$ cat src/verilog/gfx_dbuf_pkg.sv
`default_nettype none

package gfx_dbuf_pkg;

  // horizontal timing in clk cycles
  localparam int H_ACTIVE = 32;
  localparam int H_FRONT  = 2;
  localparam int H_SYNC   = 4;
  localparam int H_BACK   = 2;
  localparam int H_TOTAL  = H_ACTIVE + H_FRONT + H_SYNC + H_BACK;

  // vertical timing in lines
  localparam int V_ACTIVE = 12;
  localparam int V_FRONT  = 1;
  localparam int V_SYNC   = 2;
  localparam int V_BACK   = 1;
  localparam int V_TOTAL  = V_ACTIVE + V_FRONT + V_SYNC + V_BACK;

  localparam int H_SYNC_START = H_ACTIVE + H_FRONT;
  localparam int H_SYNC_END   = H_SYNC_START + H_SYNC;
  localparam int V_SYNC_START = V_ACTIVE + V_FRONT;
  localparam int V_SYNC_END   = V_SYNC_START + V_SYNC;

  typedef logic [5:0]  xcoord_t;
  typedef logic [4:0]  ycoord_t;
  // red, green, blue nibbles from the top down
  typedef logic [11:0] pixel_t;
  typedef logic [19:0] sram_addr_t;
  typedef logic [15:0] sram_data_t;
  typedef logic [2:0]  wb_addr_t;
  typedef logic [31:0] wb_data_t;

  localparam wb_addr_t REG_CTRL   = 3'd0;
  localparam wb_addr_t REG_STATUS = 3'd1;
  localparam wb_addr_t REG_COLOR  = 3'd2;
  localparam wb_addr_t REG_RECT_X = 3'd3;
  localparam wb_addr_t REG_RECT_Y = 3'd4;

  typedef enum logic {
    IDLE,
    RUN
  } fill_state_t;

  // row-major pixel address
  function automatic sram_addr_t pix_addr(input xcoord_t px, input ycoord_t py);
    return sram_addr_t'(py) * sram_addr_t'(H_ACTIVE) + sram_addr_t'(px);
  endfunction

endpackage

`default_nettype wire

$ cat src/verilog/dbuf_regs.sv
`default_nettype none

module dbuf_regs (
  input  logic                   clk,
  input  logic                   rst_n,
  input  logic                   wb_cyc,
  input  logic                   wb_stb,
  input  logic                   wb_we,
  input  gfx_dbuf_pkg::wb_addr_t wb_adr,
  input  gfx_dbuf_pkg::wb_data_t wb_dat_w,
  output gfx_dbuf_pkg::wb_data_t wb_dat_r,
  output logic                   wb_ack,
  input  logic                   fill_busy,
  input  logic                   frame_start,
  output logic                   fill_start,
  output gfx_dbuf_pkg::pixel_t   fill_color,
  output gfx_dbuf_pkg::xcoord_t  x0,
  output gfx_dbuf_pkg::xcoord_t  x1,
  output gfx_dbuf_pkg::ycoord_t  y0,
  output gfx_dbuf_pkg::ycoord_t  y1,
  output logic                   front_sel
);

  logic req;
  logic wr;
  logic swap_pending;
  logic do_swap;

  // new cycle only while no ack is out
  assign req     = wb_cyc && wb_stb && !wb_ack;
  assign wr      = req && wb_we;
  assign do_swap = frame_start && swap_pending && !fill_busy;

  always_ff @(posedge clk or negedge rst_n) begin
    if (!rst_n) begin
      wb_ack       <= 1'b0;
      fill_start   <= 1'b0;
      swap_pending <= 1'b0;
      front_sel    <= 1'b0;
    end else begin
      wb_ack     <= req;
      fill_start <= wr && (wb_adr == gfx_dbuf_pkg::REG_CTRL) && wb_dat_w[0];
      if (do_swap) begin
        front_sel    <= !front_sel;
        swap_pending <= 1'b0;
      end
      // a fresh request wins over the clear
      if (wr && (wb_adr == gfx_dbuf_pkg::REG_CTRL) && wb_dat_w[1]) begin
        swap_pending <= 1'b1;
      end
    end
  end

  always_ff @(posedge clk) begin
    if (wr) begin
      case (wb_adr)
        gfx_dbuf_pkg::REG_COLOR: fill_color <= wb_dat_w[11:0];
        gfx_dbuf_pkg::REG_RECT_X: begin
          x0 <= wb_dat_w[5:0];
          x1 <= wb_dat_w[13:8];
        end
        gfx_dbuf_pkg::REG_RECT_Y: begin
          y0 <= wb_dat_w[4:0];
          y1 <= wb_dat_w[12:8];
        end
        default: ;
      endcase
    end
  end

  always_ff @(posedge clk) begin
    if (req) begin
      case (wb_adr)
        gfx_dbuf_pkg::REG_STATUS: begin
          wb_dat_r <= gfx_dbuf_pkg::wb_data_t'({front_sel, swap_pending, fill_busy});
        end
        gfx_dbuf_pkg::REG_COLOR:  wb_dat_r <= gfx_dbuf_pkg::wb_data_t'(fill_color);
        gfx_dbuf_pkg::REG_RECT_X: begin
          wb_dat_r <= gfx_dbuf_pkg::wb_data_t'({2'b00, x1, 2'b00, x0});
        end
        gfx_dbuf_pkg::REG_RECT_Y: begin
          wb_dat_r <= gfx_dbuf_pkg::wb_data_t'({3'b000, y1, 3'b000, y0});
        end
        // ctrl and unmapped words
        default: wb_dat_r <= '0;
      endcase
    end
  end

  a_ack_single : assert property (
    @(posedge clk) disable iff (!rst_n)
    wb_ack |=> !wb_ack
  ) else $error("dbuf_regs: ack held for two cycles");

endmodule

`default_nettype wire

$ cat config.mk
export PLATFORM = sky130hd
export DESIGN_NAME = dbuf_regs
export DESIGN_NICKNAME = d
export VERILOG_FILES = /design/src/verilog/gfx_dbuf_pkg.sv /design/src/verilog/dbuf_regs.sv
export SDC_FILE = /design/constraint.sdc
export NUM_CORES = 1
export LEC_CHECK = 0
export ABC_AREA = 1
export ABC_CLOCK_PERIOD_IN_PS = 3400
export BUFFER_PORTS_ARGS = -buffer_cell sky130_fd_sc_hd__buf_2
export CAP_MARGIN = 10
export CORE_MARGIN = 5
export CORE_UTILIZATION = 36
export CTS_BUF_LIST = sky130_fd_sc_hd__clkbuf_2 sky130_fd_sc_hd__clkbuf_4 sky130_fd_sc_hd__clkbuf_8
export DETAILED_ROUTE_END_ITERATION = 10
export PLACE_DENSITY = 0.7
export SYNTH_ARGS = -nofsm -noshare
export SYNTH_HDL_FRONTEND = slang
export SYNTH_SLANG_ARGS = --single-unit
export TNS_END_PERCENT = 50
$ cat constraint.sdc
create_clock -name clk -period 3.4 [get_ports clk]
set_input_delay 0.85 -clock clk [delete_from_list [all_inputs] [get_ports clk]]
set_output_delay 0.85 -clock clk [all_outputs]
set_load 0.01 [all_outputs]
### Word-level counts from Yosys, hierarchy flattened

Cells that the tools add are included.

| storage, ports and cells | value |
|---|---|
| bits in registers | 70 |
| bits of input ports | 42 |
| output and inout bits | 69 |
| word-level logic and storage cells | 33 |

| cells by class | value |
|---|---|
| eq/ne operators | 4 |
| muxes and demuxes | 3 |
| reduce and logical (&&, ||, !) cells | 16 |

Operators with widths:

| kind | count |
|---|---|
| $pmux W14 S4 | 1 |
| $logic_and A1 B1 Y1 | 8 |
| $eq A3 B2 Y1 const B | 2 |
| $reduce_and A2 Y1 | 3 |
| $eq A3 B1 Y1 const B | 1 |
| $eq A3 B3 Y1 const B | 1 |
| $logic_not A1 Y1 | 3 |
| $logic_not A3 Y1 | 1 |
| $mux W1 | 2 |
| $reduce_bool A2 Y1 | 1 |

### Depth between registers and ports, before layout

Gate-level depths: netlist of the first run.

| logic depth | value |
|---|---|
| word-level depth | 6 |
| depth in mapped cells | 6 |
| mapped depth without buffers | 5 |

### Least setup slack after synthesis of the first run

Ideal clock, no wire load.

| timing | value |
|---|---|
| path kind | input port to flip-flop |
| start | in wb_adr[0] |
| end | reg y0[0], enable pin |
| setup time | 390 ps |
| data arrival time | 1910 ps |
| required time | 3010 ps |
| path slack | 1100 ps |
| stages | 4 |
| path buffers | 1 |
| path through | buf_6 inv_4 nand2_2 nor3_1 |

| between the ends | value |
|---|---|
| word-level cells in the longest chain between the ends | 2 |

Ends and longest elaborated chain:

| element | RTL line | RTL |
|---|---|---|
| from (decl) | dbuf_regs.sv:9 | `input gfx_dbuf_pkg::wb_addr_t wb_adr,` |
| $eq A3 B3 Y1 | dbuf_regs.sv:56 | `case (wb_adr)` |
| $reduce_and A2 Y1 (no line) | -- |  |
| to (signal assigned) | dbuf_regs.sv:63 | `y0 <= wb_dat_w[4:0];` |
| to (decl) | dbuf_regs.sv:19 | `output gfx_dbuf_pkg::ycoord_t y0,` |

Every way passes these cells.
A chain may end at the register's enable or synchronous reset.

### Final worst setup path of the first run

| timing | value |
|---|---|
| start | in wb_adr[2] |
| end | reg fill_color[5], enable pin |

| between the ends | value |
|---|---|
| word-level cells in the longest chain between the ends | 2 |

Ends and longest elaborated chain:

| element | RTL line | RTL |
|---|---|---|
| $eq A3 B2 Y1 | dbuf_regs.sv:56 |  |
| $reduce_and A2 Y1 (no line) | -- |  |
| to (signal assigned) | dbuf_regs.sv:57 | `gfx_dbuf_pkg::REG_COLOR: fill_color <= wb_dat_w[11:0];` |
| to (decl) | dbuf_regs.sv:16 | `output gfx_dbuf_pkg::pixel_t fill_color,` |

Every way passes these cells.

==> flow_metrics.py, run 1 <==
metrics = {
    "placed_design": {
        "place_congestion": 0.839,
        "placed_area_um2": 2540,
        "io_buffer_count": 74,
        "dp_hpwl_mm": 3.44,
    },
    "synthesis": {
        "synth_top_flop_cell": "edfxtp_1",
        "netlist_top_cells_count": "edfxtp_1 (48), nand2_1 (36), buf_4 (18), inv_1 (13), nand3_1 (11)",
        "synth_edf_count": 48,
        "post-synth-top-count-cell": "edfxtp_1",
        "synth.distinct_cells": 19,
        "ys_ff_latch": 52,
        "yosysTopAreaCell": "edfxtp_1",
        "syn_area_per_cell_um2": 12.9,
        "synth_area_um2": 2150,
        "yosysWarningCount": 0,
        "synth_seq_area_share_pct": 71.8,
        "synthCells": 166,
        "synth_area_leaders": "edfxtp_1 (67%), buf_4 (6.3%), nand2_1 (6.3%)",
        "synth_top_cell_area_share_pct": 67.2,
        "async_reset_ff_share_pct": 7.69,
    },
    "layout": {
        "synthToLayoutAreaGrowth_pct": 22.2,
        "final_net_count": 289,
        "drive_gt1_share_pct": 39.1,
        "utilization_pct": 44.8,
        "num-fill-cells": 533,
        "diodes": 0,
        "postLayoutCellArea_um2": 2620,
    },
    "clock_tree": {
        "clockBufferDepth": 2,
        "cts_tree": "built",
        "clock_sinks": 52,
        "post-cts-setup-buffers": 0,
        "root_buffer": "clkbuf_8",
        "htreeDepth": 2,
        "cts_buffers": 5,
        "cts.clk_slew.worst_paths_ns": 0.09,
        "clk_latency_ns": 0.30,
        "ctsHoldBuffers": 0,
        "ctsResizeCount": 0,
    },
    "timing": {
        "final_max_slew_viol_count": 0,
        "max_freq_ghz": 0.512,
        "fin_crit_ns": 1.96,
        "timing.final.crit_share_pct": 57.5,
        "whs_ns": 0.336,
        "setup-violations-final": 0,
        "skew_ns": 0.00915,
        "worst_slew_pin_slew_ns": 0.603,
        "slew-limit-headroom_pct": 59.7,
        "rsz0062_at_grt": "no",
        "final_hold_viol_count": 0,
        "setup_tns_ns": 0,
    },
    "worst_setup_path": {
        "worst-path-max-fanout": 12,
        "crit_top_cell": "inv_2",
        "r2r_end": "y1[2]$_DFFE_PP_",
        "crit_path_max_incr_delay_ns": 0.25,
        "required_ns": 3.39,
        "crit_type": "in -> reg",
        "cp-start-kind": "input pin",
        "r2r_cells": 4,
        "reg2reg_slack_ns": 1.86,
        "slowest_stage": "nor2_4",
        "end_kind": "flip-flop",
        "timing.rr.start": "wb_ack$_DFF_PN0_",
        "arrival_ns": 1.95,
        "path_cells": "buf_2 > inv_2 > nand2_4 > nor2_4 > inv_2 > nor2_1 > buf_4",
    },
    "detailed_routing": {
        "top_layer": "met4",
        "antenna_left": 0,
        "initialDrtViolationCount": 55,
        "avgViaCountPerCell": 4.33,
        "met1_length_mm": 1.71,
        "route.met3.wl_um": 435,
        "wl_per_cell_um": 13.9,
        "vias": 1397,
        "drc": 0,
        "met2_length_mm": 2.27,
        "wl_mm": 4.49,
        "drtPass1Iterations": 4,
    },
    "power_and_ir_drop": {
        "finalPower_mw": 1.15,
        "cellLeakagePower_nw": 1.17,
        "vdd_drop_max_v": 0.000194,
        "powerDensity_nw_per_um2": 439,
    },
    "global_routing": {
        "grt_pass1_vias": 1407,
        "grtUsageTotal_pct": 12.2,
        "grt_pass1_wl_mm": 6.80,
        "grt_max_degree": 16,
        "antenna_found_initial": 0,
        "grt-ovfl-total": 0,
    },
    "floorplan": {
        "start_util_pct": 36.7,
        "fp.dieH_um": 87.2,
        "dieArea_um2": 7600,
        "core_um2": 5850,
        "ioPinCount": 111,
        "placementRows": 28,
        "fp.dieW_um": 87.2,
    },
    "worst_hold_path": {
        "hp-class": "in -> async",
    },
    "status": {
        "outcome": "finished, final reports clean",
    },
    "flow_run": {
        "cap_violations": 0,
    },
}
==> routing by layer <==
metal | up-vias | track usage, %
li1 | 693 | -
met1 | 632 | 13.5
met2 | 65 | 21.4
met3 | 7 | 3.69
met4 | 0 | 5.30
met5 | - | 0
==> kinds of logic after synthesis <==
group / Yosys count / share of synthesized area [%]
simple gates: 73 / 16.4
xor+xnor: 1 / 0.408
other cells: 1 / 0.175
flops: 52 / 71.8
buf+inv: 39 / 11.1
==> where the power goes <==
part	switching [mW]	total (mW)	internal [mW]	leakage [nW]
combinational	0.0635	0.0973	0.0339	0.623
clock	0.187	0.327	0.140	0.0453
sequential	0.0105	0.728	0.717	0.499
==> area by class of cell <==
type,count,area (um^2),area share (%)
sequential,52,1540,58.8
inverter,18,70.1,2.67
multi-input combinational,92,434,16.6
clock inverter,3,13.8,0.525
tap,75,93.8,3.58
clock buffer,5,68.8,2.62
timing repair buffer,78,400,15.3
==> metrics by stage <==
stage,instances,setup slack [ns]
final,323,1.44
after detailed placement,315,1.10
after CTS,323,1.42
after global placement,315,1.13
after floorplan,183,1.10
after global routing,323,1.38
==> cell usage in the layout, fill, tap and decap left out, types with 2 or more instances in the layout <==
| cell type | netlist | final |
|---|---|---|
| nand4_1 | 10 | 10 |
| clkinv_2 | 0 | 2 |
| dfrtp_1 | 4 | 4 |
| conb_1 | 1 | 18 |
| nand3_1 | 11 | 11 |
| inv_1 | 13 | 13 |
| buf_2 | 0 | 74 |
| nor2_4 | 3 | 3 |
| edfxtp_1 | 48 | 48 |
| clkbuf_8 | 0 | 5 |
| buf_4 | 18 | 4 |
| inv_2 | 4 | 4 |
| nor2_1 | 8 | 8 |
| nand2_1 | 36 | 36 |
==> worst max-delay path, delay by kind of cell <==
kind,cells,cell delay (ns)
buffers and inverters,4,0.66
AND/OR/NAND/NOR,3,0.44
==> state kept, by name, summed over array words and instances, names as in the netlist, 5 cells and up <==
register and cells:
fill_color 12, x1 6, y0 5, wb_dat_r 14
y1 5, x0 6
==> worst max-delay path by stage <==
stage                                   end      start
floorplan                   y0[0]$_DFFE_PP_  wb_adr[0]
global placement    fill_color[9]$_DFFE_PP_  wb_adr[2]
detailed placement  fill_color[9]$_DFFE_PP_  wb_adr[2]
CTS                 fill_color[5]$_DFFE_PP_  wb_adr[2]
global route                x0[2]$_DFFE_PP_  wb_adr[2]
finish              fill_color[5]$_DFFE_PP_  wb_adr[2]
Power figures use the tool's default switching activity.
==> run 2: changes to the inputs <==
--- a/config.mk
+++ b/config.mk
@@ -6,14 +6,14 @@
 export NUM_CORES = 1
 export LEC_CHECK = 0
 export ABC_AREA = 1
-export ABC_CLOCK_PERIOD_IN_PS = 3400
+export ABC_CLOCK_PERIOD_IN_PS = 1580
 export BUFFER_PORTS_ARGS = -buffer_cell sky130_fd_sc_hd__buf_2
 export CAP_MARGIN = 10
 export CORE_MARGIN = 5
 export CORE_UTILIZATION = 36
 export CTS_BUF_LIST = sky130_fd_sc_hd__clkbuf_2 sky130_fd_sc_hd__clkbuf_4 sky130_fd_sc_hd__clkbuf_8
 export DETAILED_ROUTE_END_ITERATION = 10
-export PLACE_DENSITY = 0.7
+export PLACE_DENSITY = 0.73
 export SYNTH_ARGS = -nofsm -noshare
 export SYNTH_HDL_FRONTEND = slang
 export SYNTH_SLANG_ARGS = --single-unit
==> constraint.sdc (replaced) <==
create_clock -name clk -period 1.58 [get_ports clk]
set_input_delay 0.395 -clock clk [delete_from_list [all_inputs] [get_ports clk]]
set_output_delay 0.395 -clock clk [all_outputs]
set_load 0.01 [all_outputs]
==> run 2 against run 1 <==
Against the previous run:
- clock skew decreased by 0.0011 ns
- sequential power up 120%
- register-to-register slack got worse by 1.6 ns
- hold slack got worse by 0.067 ns
- final area is 2.9% higher
- flip-flop and latch count unchanged
- total power is 120% higher
- clock power up 130%
- critical endpoint is now fill_color[6]$_DFFE_PP_
- largest power group unchanged
==> flow_metrics.py, run 2 (same netlist as run 1, synthesis figures left out) <==
metrics = {
    "clock_tree": {
        "clockBufferDepth": 2,
        "cts_tree": "built",
        "cts_buffers": 5,
        "clock_sinks": 52,
        "cts.clk_slew.worst_paths_ns": 0.08,
        "htreeDepth": 2,
        "ctsHoldBuffers": 1,
        "ctsResizeCount": 0,
        "clk_latency_ns": 0.30,
        "post-cts-setup-buffers": 0,
        "root_buffer": "clkbuf_8",
    },
    "status": {
        "outcome": "finished, final reports clean",
    },
    "layout": {
        "largest_register": "wb_dat_r",
        "utilization_pct": 46.1,
        "synthToLayoutAreaGrowth_pct": 25.7,
        "largest_registers": "wb_dat_r: 14 flops, fill_color: 12 flops",
        "postLayoutCellArea_um2": 2700,
        "final_net_count": 297,
        "diodes": 0,
        "largest_register_ffs": 14,
        "layout_commonest_cell": "buf_2",
        "multiInputGateArea_um2": 437,
        "layout_common_cells": "buf_2 (74), edfxtp_1 (48), nand2_1 (36)",
        "num-fill-cells": 538,
        "drive_gt1_share_pct": 41.4,
        "regArea_um2": 1540,
    },
    "timing": {
        "fin_crit_ns": 1.35,
        "timing.final.crit_share_pct": 85.5,
        "skew_ns": 0.00806,
        "setup-violations-final": 0,
        "final_max_slew_viol_count": 0,
        "rsz0062_at_grt": "no",
        "final_hold_viol_count": 0,
        "whs_ns": 0.269,
        "max_freq_ghz": 0.740,
    },
    "power_and_ir_drop": {
        "cellLeakagePower_nw": 1.21,
        "vdd_drop_max_v": 0.000558,
        "powerDensity_nw_per_um2": 940,
        "p_sw_share_pct": 22.8,
        "seq_power_share_pct": 61.8,
        "p_clk_share_pct": 29.6,
        "p_comb_share_pct": 8.6,
        "p_int_mw": 1.96,
        "p_sw_uw": 578,
    },
    "worst_setup_path": {
        "cp-start-kind": "flip-flop",
        "required_ns": 1.59,
        "arrival_ns": 1.36,
        "end_kind": "flip-flop",
        "reg2reg_slack_ns": 0.23,
        "worst-path-max-fanout": 7,
        "crit_type": "reg -> reg",
    },
    "floorplan": {
        "ioPinCount": 111,
        "placementRows": 28,
        "fp.dieW_um": 87.2,
        "fp.dieH_um": 87.2,
        "start_util_pct": 36.7,
        "core_um2": 5850,
        "dieArea_um2": 7600,
    },
    "detailed_routing": {
        "drtPass1Iterations": 4,
        "avgViaCountPerCell": 4.28,
        "wl_per_cell_um": 13.7,
        "wl_mm": 4.54,
        "initialDrtViolationCount": 67,
        "antenna_left": 0,
        "vias": 1417,
        "drc": 0,
    },
    "placed_design": {
        "place_congestion": 0.860,
        "dp_hpwl_mm": 3.55,
        "io_buffer_count": 74,
        "placed_area_um2": 2590,
    },
    "flow_run": {
        "cap_violations": 0,
    },
    "global_routing": {
        "antenna_found_initial": 0,
        "grt_max_degree": 17,
        "grt_pass1_wl_mm": 6.74,
        "grt-ovfl-total": 0,
        "grtUsageTotal_pct": 12.1,
        "grt_pass1_vias": 1382,
    },
    "worst_hold_path": {
        "hp-class": "in -> reg",
    },
}
-- run 2: power by group through the flow --
stage	clock network, mW	logic [mW]	registers, mW
finish	0.750	0.219	1.57
global placement	0	0.215	1.60
CTS	0.782	0.222	1.57
global route	0.829	0.244	1.57
detailed placement	0	0.220	1.60
floorplan	0	0.142	1.61
-- run 2: routing by layer --
layer / share of wire (%) / up-vias / routed length (um) / track usage [%]
li1: - / 705 / - / -
met1: 40 / 647 / 1810 / 13.6
met2: 50 / 59 / 2250 / 20.5
met3: 8.9 / 6 / 406 / 4.35
met4: 1.6 / 0 / 73 / 5.30
met5: 0 / - / 0 / 0
-- run 2: final timing paths --
kind | from | endpoint | cells past startpoint
max in group asynchronous | rst_n | front_sel$_DFFE_PN0P_ | 2
min | wb_dat_w[6] | fill_color[6]$_DFFE_PP_ | 1
min in group asynchronous | rst_n | swap_pending$_DFFE_PN0P_ | 2
max | wb_ack$_DFF_PN0_ | fill_color[6]$_DFFE_PP_ | 4
max reg2reg | wb_ack$_DFF_PN0_ | fill_color[6]$_DFFE_PP_ | 4
min reg2reg | front_sel$_DFFE_PN0P_ | front_sel$_DFFE_PN0P_ | 1
-- run 2: worst max-delay path, stage by stage, from the launching register on --
cell and delay [ns]:
dfrtp_1 0.38, inv_1 0.07, nand4_1 0.17, nor2_1 0.23, buf_4 0.22
-- run 2: cell type report --
type / count / share of cell area [%]
inverters: 18 / 2.60
repair buffers: 86 / 17.2
flip-flops and latches: 52 / 57.1
well taps: 75 / 3.48
clock inverters: 2 / 0.603
clock buffers: 6 / 2.83
multi-input cells: 92 / 16.2
-- run 2: metrics by stage --
step	total power, mW	std cells	setup TNS (ns)	setup WS, ns
floorplan	1.75	183	-1.38	-0.115
global placement	1.81	322	0	0.0734
detailed placement	1.82	322	0	0.0544
CTS	2.57	331	0	0.217
global route	2.64	331	0	0.173
finish	2.54	331	0	0.229
==> run 3: changes to the inputs <==
--- a/config.mk
+++ b/config.mk
@@ -5,7 +5,6 @@
 export SDC_FILE = /design/constraint.sdc
 export NUM_CORES = 1
 export LEC_CHECK = 0
-export ABC_AREA = 1
 export ABC_CLOCK_PERIOD_IN_PS = 1580
 export BUFFER_PORTS_ARGS = -buffer_cell sky130_fd_sc_hd__buf_2
 export CAP_MARGIN = 10
==> run 3 against run 2 <==
Against the previous run:
- core utilization grew 2.2 points
- fmax decreased by 2.4%
- flip-flop and latch count unchanged
- critical endpoint is now y1[0]$_DFFE_PP_
- register-to-register slack worse by 0.03 ns
- highest routed layer is now met5
==> flow_metrics.py, run 3 <==
metrics = {
    "status": {
        "outcome": "finished, final reports clean",
    },
    "power_and_ir_drop": {
        "p_comb_share_pct": 7.8,
        "cellLeakagePower_nw": 1.14,
        "p_int_mw": 2.10,
        "vdd_drop_max_v": 0.000661,
        "seq_power_share_pct": 58.8,
        "p_sw_share_pct": 20.2,
        "powerDensity_nw_per_um2": 973,
        "p_sw_uw": 531,
        "finalPower_mw": 2.64,
        "p_clk_share_pct": 33.4,
    },
    "detailed_routing": {
        "wl_per_cell_um": 15.8,
        "wl_mm": 4.55,
        "antenna_left": 0,
        "avgViaCountPerCell": 4.58,
        "initialDrtViolationCount": 42,
        "vias": 1324,
        "drc": 0,
        "drtPass1Iterations": 4,
    },
    "synthesis": {
        "synth_seq_area_share_pct": 73.3,
        "yosysTopAreaCell": "edfxtp_1",
        "async_reset_ff_share_pct": 7.69,
        "post-synth-top-count-cell": "edfxtp_1",
        "synth_area_um2": 2100,
        "syn_area_per_cell_um2": 16.7,
        "synth_top_flop_cell": "edfxtp_1",
        "ys_ff_latch": 52,
        "synth_edf_count": 48,
        "netlist_top_cells_count": "edfxtp_1 (48), buf_4 (19), mux2i_1 (10), o2bb2ai_1 (8), nand2_1 (6)",
        "synth.distinct_cells": 26,
        "synth_area_leaders": "edfxtp_1 (69%), buf_4 (6.8%), dfrtp_1 (4.8%)",
        "synth_top_cell_area_share_pct": 68.5,
        "yosysWarningCount": 0,
        "synthCells": 126,
    },
    "clock_tree": {
        "clock_sinks": 52,
        "cts.clk_slew.worst_paths_ns": 0.08,
        "ctsResizeCount": 0,
        "cts_buffers": 5,
        "htreeDepth": 2,
        "root_buffer": "clkbuf_8",
        "clockBufferDepth": 2,
        "cts_tree": "built",
        "post-cts-setup-buffers": 0,
        "clk_latency_ns": 0.29,
    },
    "worst_setup_path": {
        "startpoint": "wb_ack$_DFF_PN0_",
        "cp-start-kind": "flip-flop",
        "r2r_cells": 4,
        "timing.rr.start": "wb_ack$_DFF_PN0_",
        "worst-path-max-fanout": 6,
        "crit_type": "reg -> reg",
        "required_ns": 1.59,
        "crit_end": "y1[0]$_DFFE_PP_",
        "arrival_ns": 1.39,
        "reg2reg_slack_ns": 0.20,
        "r2r_end": "y1[0]$_DFFE_PP_",
        "end_kind": "flip-flop",
    },
    "timing": {
        "final_max_slew_viol_count": 0,
        "skew_ns": 0.00590,
        "timing.final.crit_share_pct": 87.6,
        "slew-limit-headroom_pct": 62.4,
        "max_freq_ghz": 0.722,
        "final_hold_viol_count": 0,
        "worst_slew_pin_slew_ns": 0.561,
        "rsz0062_at_grt": "no",
        "setup-violations-final": 0,
        "fin_crit_ns": 1.38,
        "whs_ns": 0.272,
        "setup_tns_ns": 0,
    },
    "global_routing": {
        "grt_pass1_vias": 1345,
        "grt_pass1_wl_mm": 7.04,
        "grt-ovfl-total": 0,
        "grtUsageTotal_pct": 12.6,
        "antenna_found_initial": 1,
        "grt_max_degree": 16,
    },
    "layout": {
        "num-fill-cells": 507,
        "largest_register": "wb_dat_r",
        "largest_register_ffs": 14,
        "layout_commonest_cell": "buf_2",
        "drive_gt1_share_pct": 46.5,
        "final_net_count": 258,
        "utilization_pct": 48.3,
        "diodes": 0,
        "synthToLayoutAreaGrowth_pct": 28.7,
        "layout_common_cells": "buf_2 (74), edfxtp_1 (48), conb_1 (18)",
        "layout.cells.non_filler": 289,
        "largest_registers": "wb_dat_r: 14 flops, fill_color: 12 flops",
    },
    "placed_design": {
        "io_buffer_count": 74,
        "dp_hpwl_mm": 3.55,
        "dp.cells": 280,
        "place_congestion": 0.795,
    },
    "worst_hold_path": {
        "worstHoldPathCells": 1,
        "holdCritStartpoint": "wb_dat_w[6]",
        "hp-class": "in -> reg",
    },
    "floorplan": {
        "fp.dieH_um": 86.4,
        "start_util_pct": 37.5,
        "ioPinCount": 111,
        "placementRows": 27,
        "fp.dieW_um": 86.4,
        "dieArea_um2": 7470,
        "core_um2": 5610,
    },
    "flow_run": {
        "cap_violations": 0,
    },
}
-- run 3: changes by cell type after synthesis, moves of 3 or more --
cell | before | now
nand2_1 | 36 | 6
inv_1 | 13 | 2
nand3_1 | 11 | 0
mux2i_1 | 0 | 10
nand4_1 | 10 | 0
o2bb2ai_1 | 0 | 8
nor2_1 | 8 | 3
inv_2 | 4 | 0
nor2_4 | 3 | 0
or4bb_1 | 0 | 3
-- run 3: power groups by stage --
stage,Sequential (mW),Combinational (mW),Clock (mW)
floorplan,1.59,0.131,0
CTS,1.55,0.207,0.920
global route,1.55,0.225,0.992
detailed placement,1.58,0.206,0
global placement,1.58,0.202,0
finish,1.55,0.206,0.881
-- run 3: per-layer routing --
metal / wire length [um] / GRT usage (%) / part of all wire [%] / vias to the layer above
li1: - / - / - / 618
met1: 1780 / 14.8 / 39 / 643
met2: 2280 / 20.9 / 50 / 54
met3: 430 / 5.80 / 9.4 / 7
met4: 47 / 3.12 / 1.0 / 2
met5: 7 / 0 / 0.15 / -
-- run 3: worst max-delay path: stages, from the launching register on --
cell	delay, ns
dfrtp_1	0.39
nand4b_1	0.18
buf_4	0.18
nor3_2	0.14
buf_4	0.20
-- run 3: area by class of cell --
cell class                 instances  area (um^2)  share of cell area [%]
clock buffer                       6         76.3                    2.82
clock inverter                     2         35.0                    1.29
inverter                           2         7.51                   0.277
multi-input combinational         66          472                    17.4
sequential                        52         1540                    56.9
tap                               72         90.1                    3.33
timing repair buffer              89          485                    17.9
-- run 3: timing repair --
action	CTS	global route
endpoints found under the setup margin	0	0
hold buffers	1	0
hold endpoints to repair	4	0
-- run 3: logic make-up after synthesis --
kind of cell | Yosys count | synth area share, %
other | 1 | 0.178
DFF | 52 | 73.3
buffers and inverters | 25 | 8.63
xor gates and xnor gates | 1 | 0.416
muxes | 10 | 4.76
AOI/OAI and AO/OA | 11 | 4.52
and+or+nand+nor | 26 | 8.21
-- run 3: how the worst min path moves through the flow --
stage	to	slack, ns
floorplan	fill_start$_DFF_PN0_	0.1
global placement	wb_ack$_DFF_PN0_	0.20
detailed placement	wb_ack$_DFF_PN0_	0.20
CTS	fill_color[6]$_DFFE_PP_	0.26
global route	x1[5]$_DFFE_PP_	0.25
finish	fill_color[6]$_DFFE_PP_	0.27
-- run 3: per-stage QoR --
step | instance area, um^2 | worst slack [ns]
3_5_place_dp | 2590 | 0.0310
2_1_floorplan | 2200 | -0.113
6_report | 2710 | 0.195
3_3_place_gp | 2590 | 0.0382
5_1_grt | 2710 | 0.139
4_1_cts | 2710 | 0.175
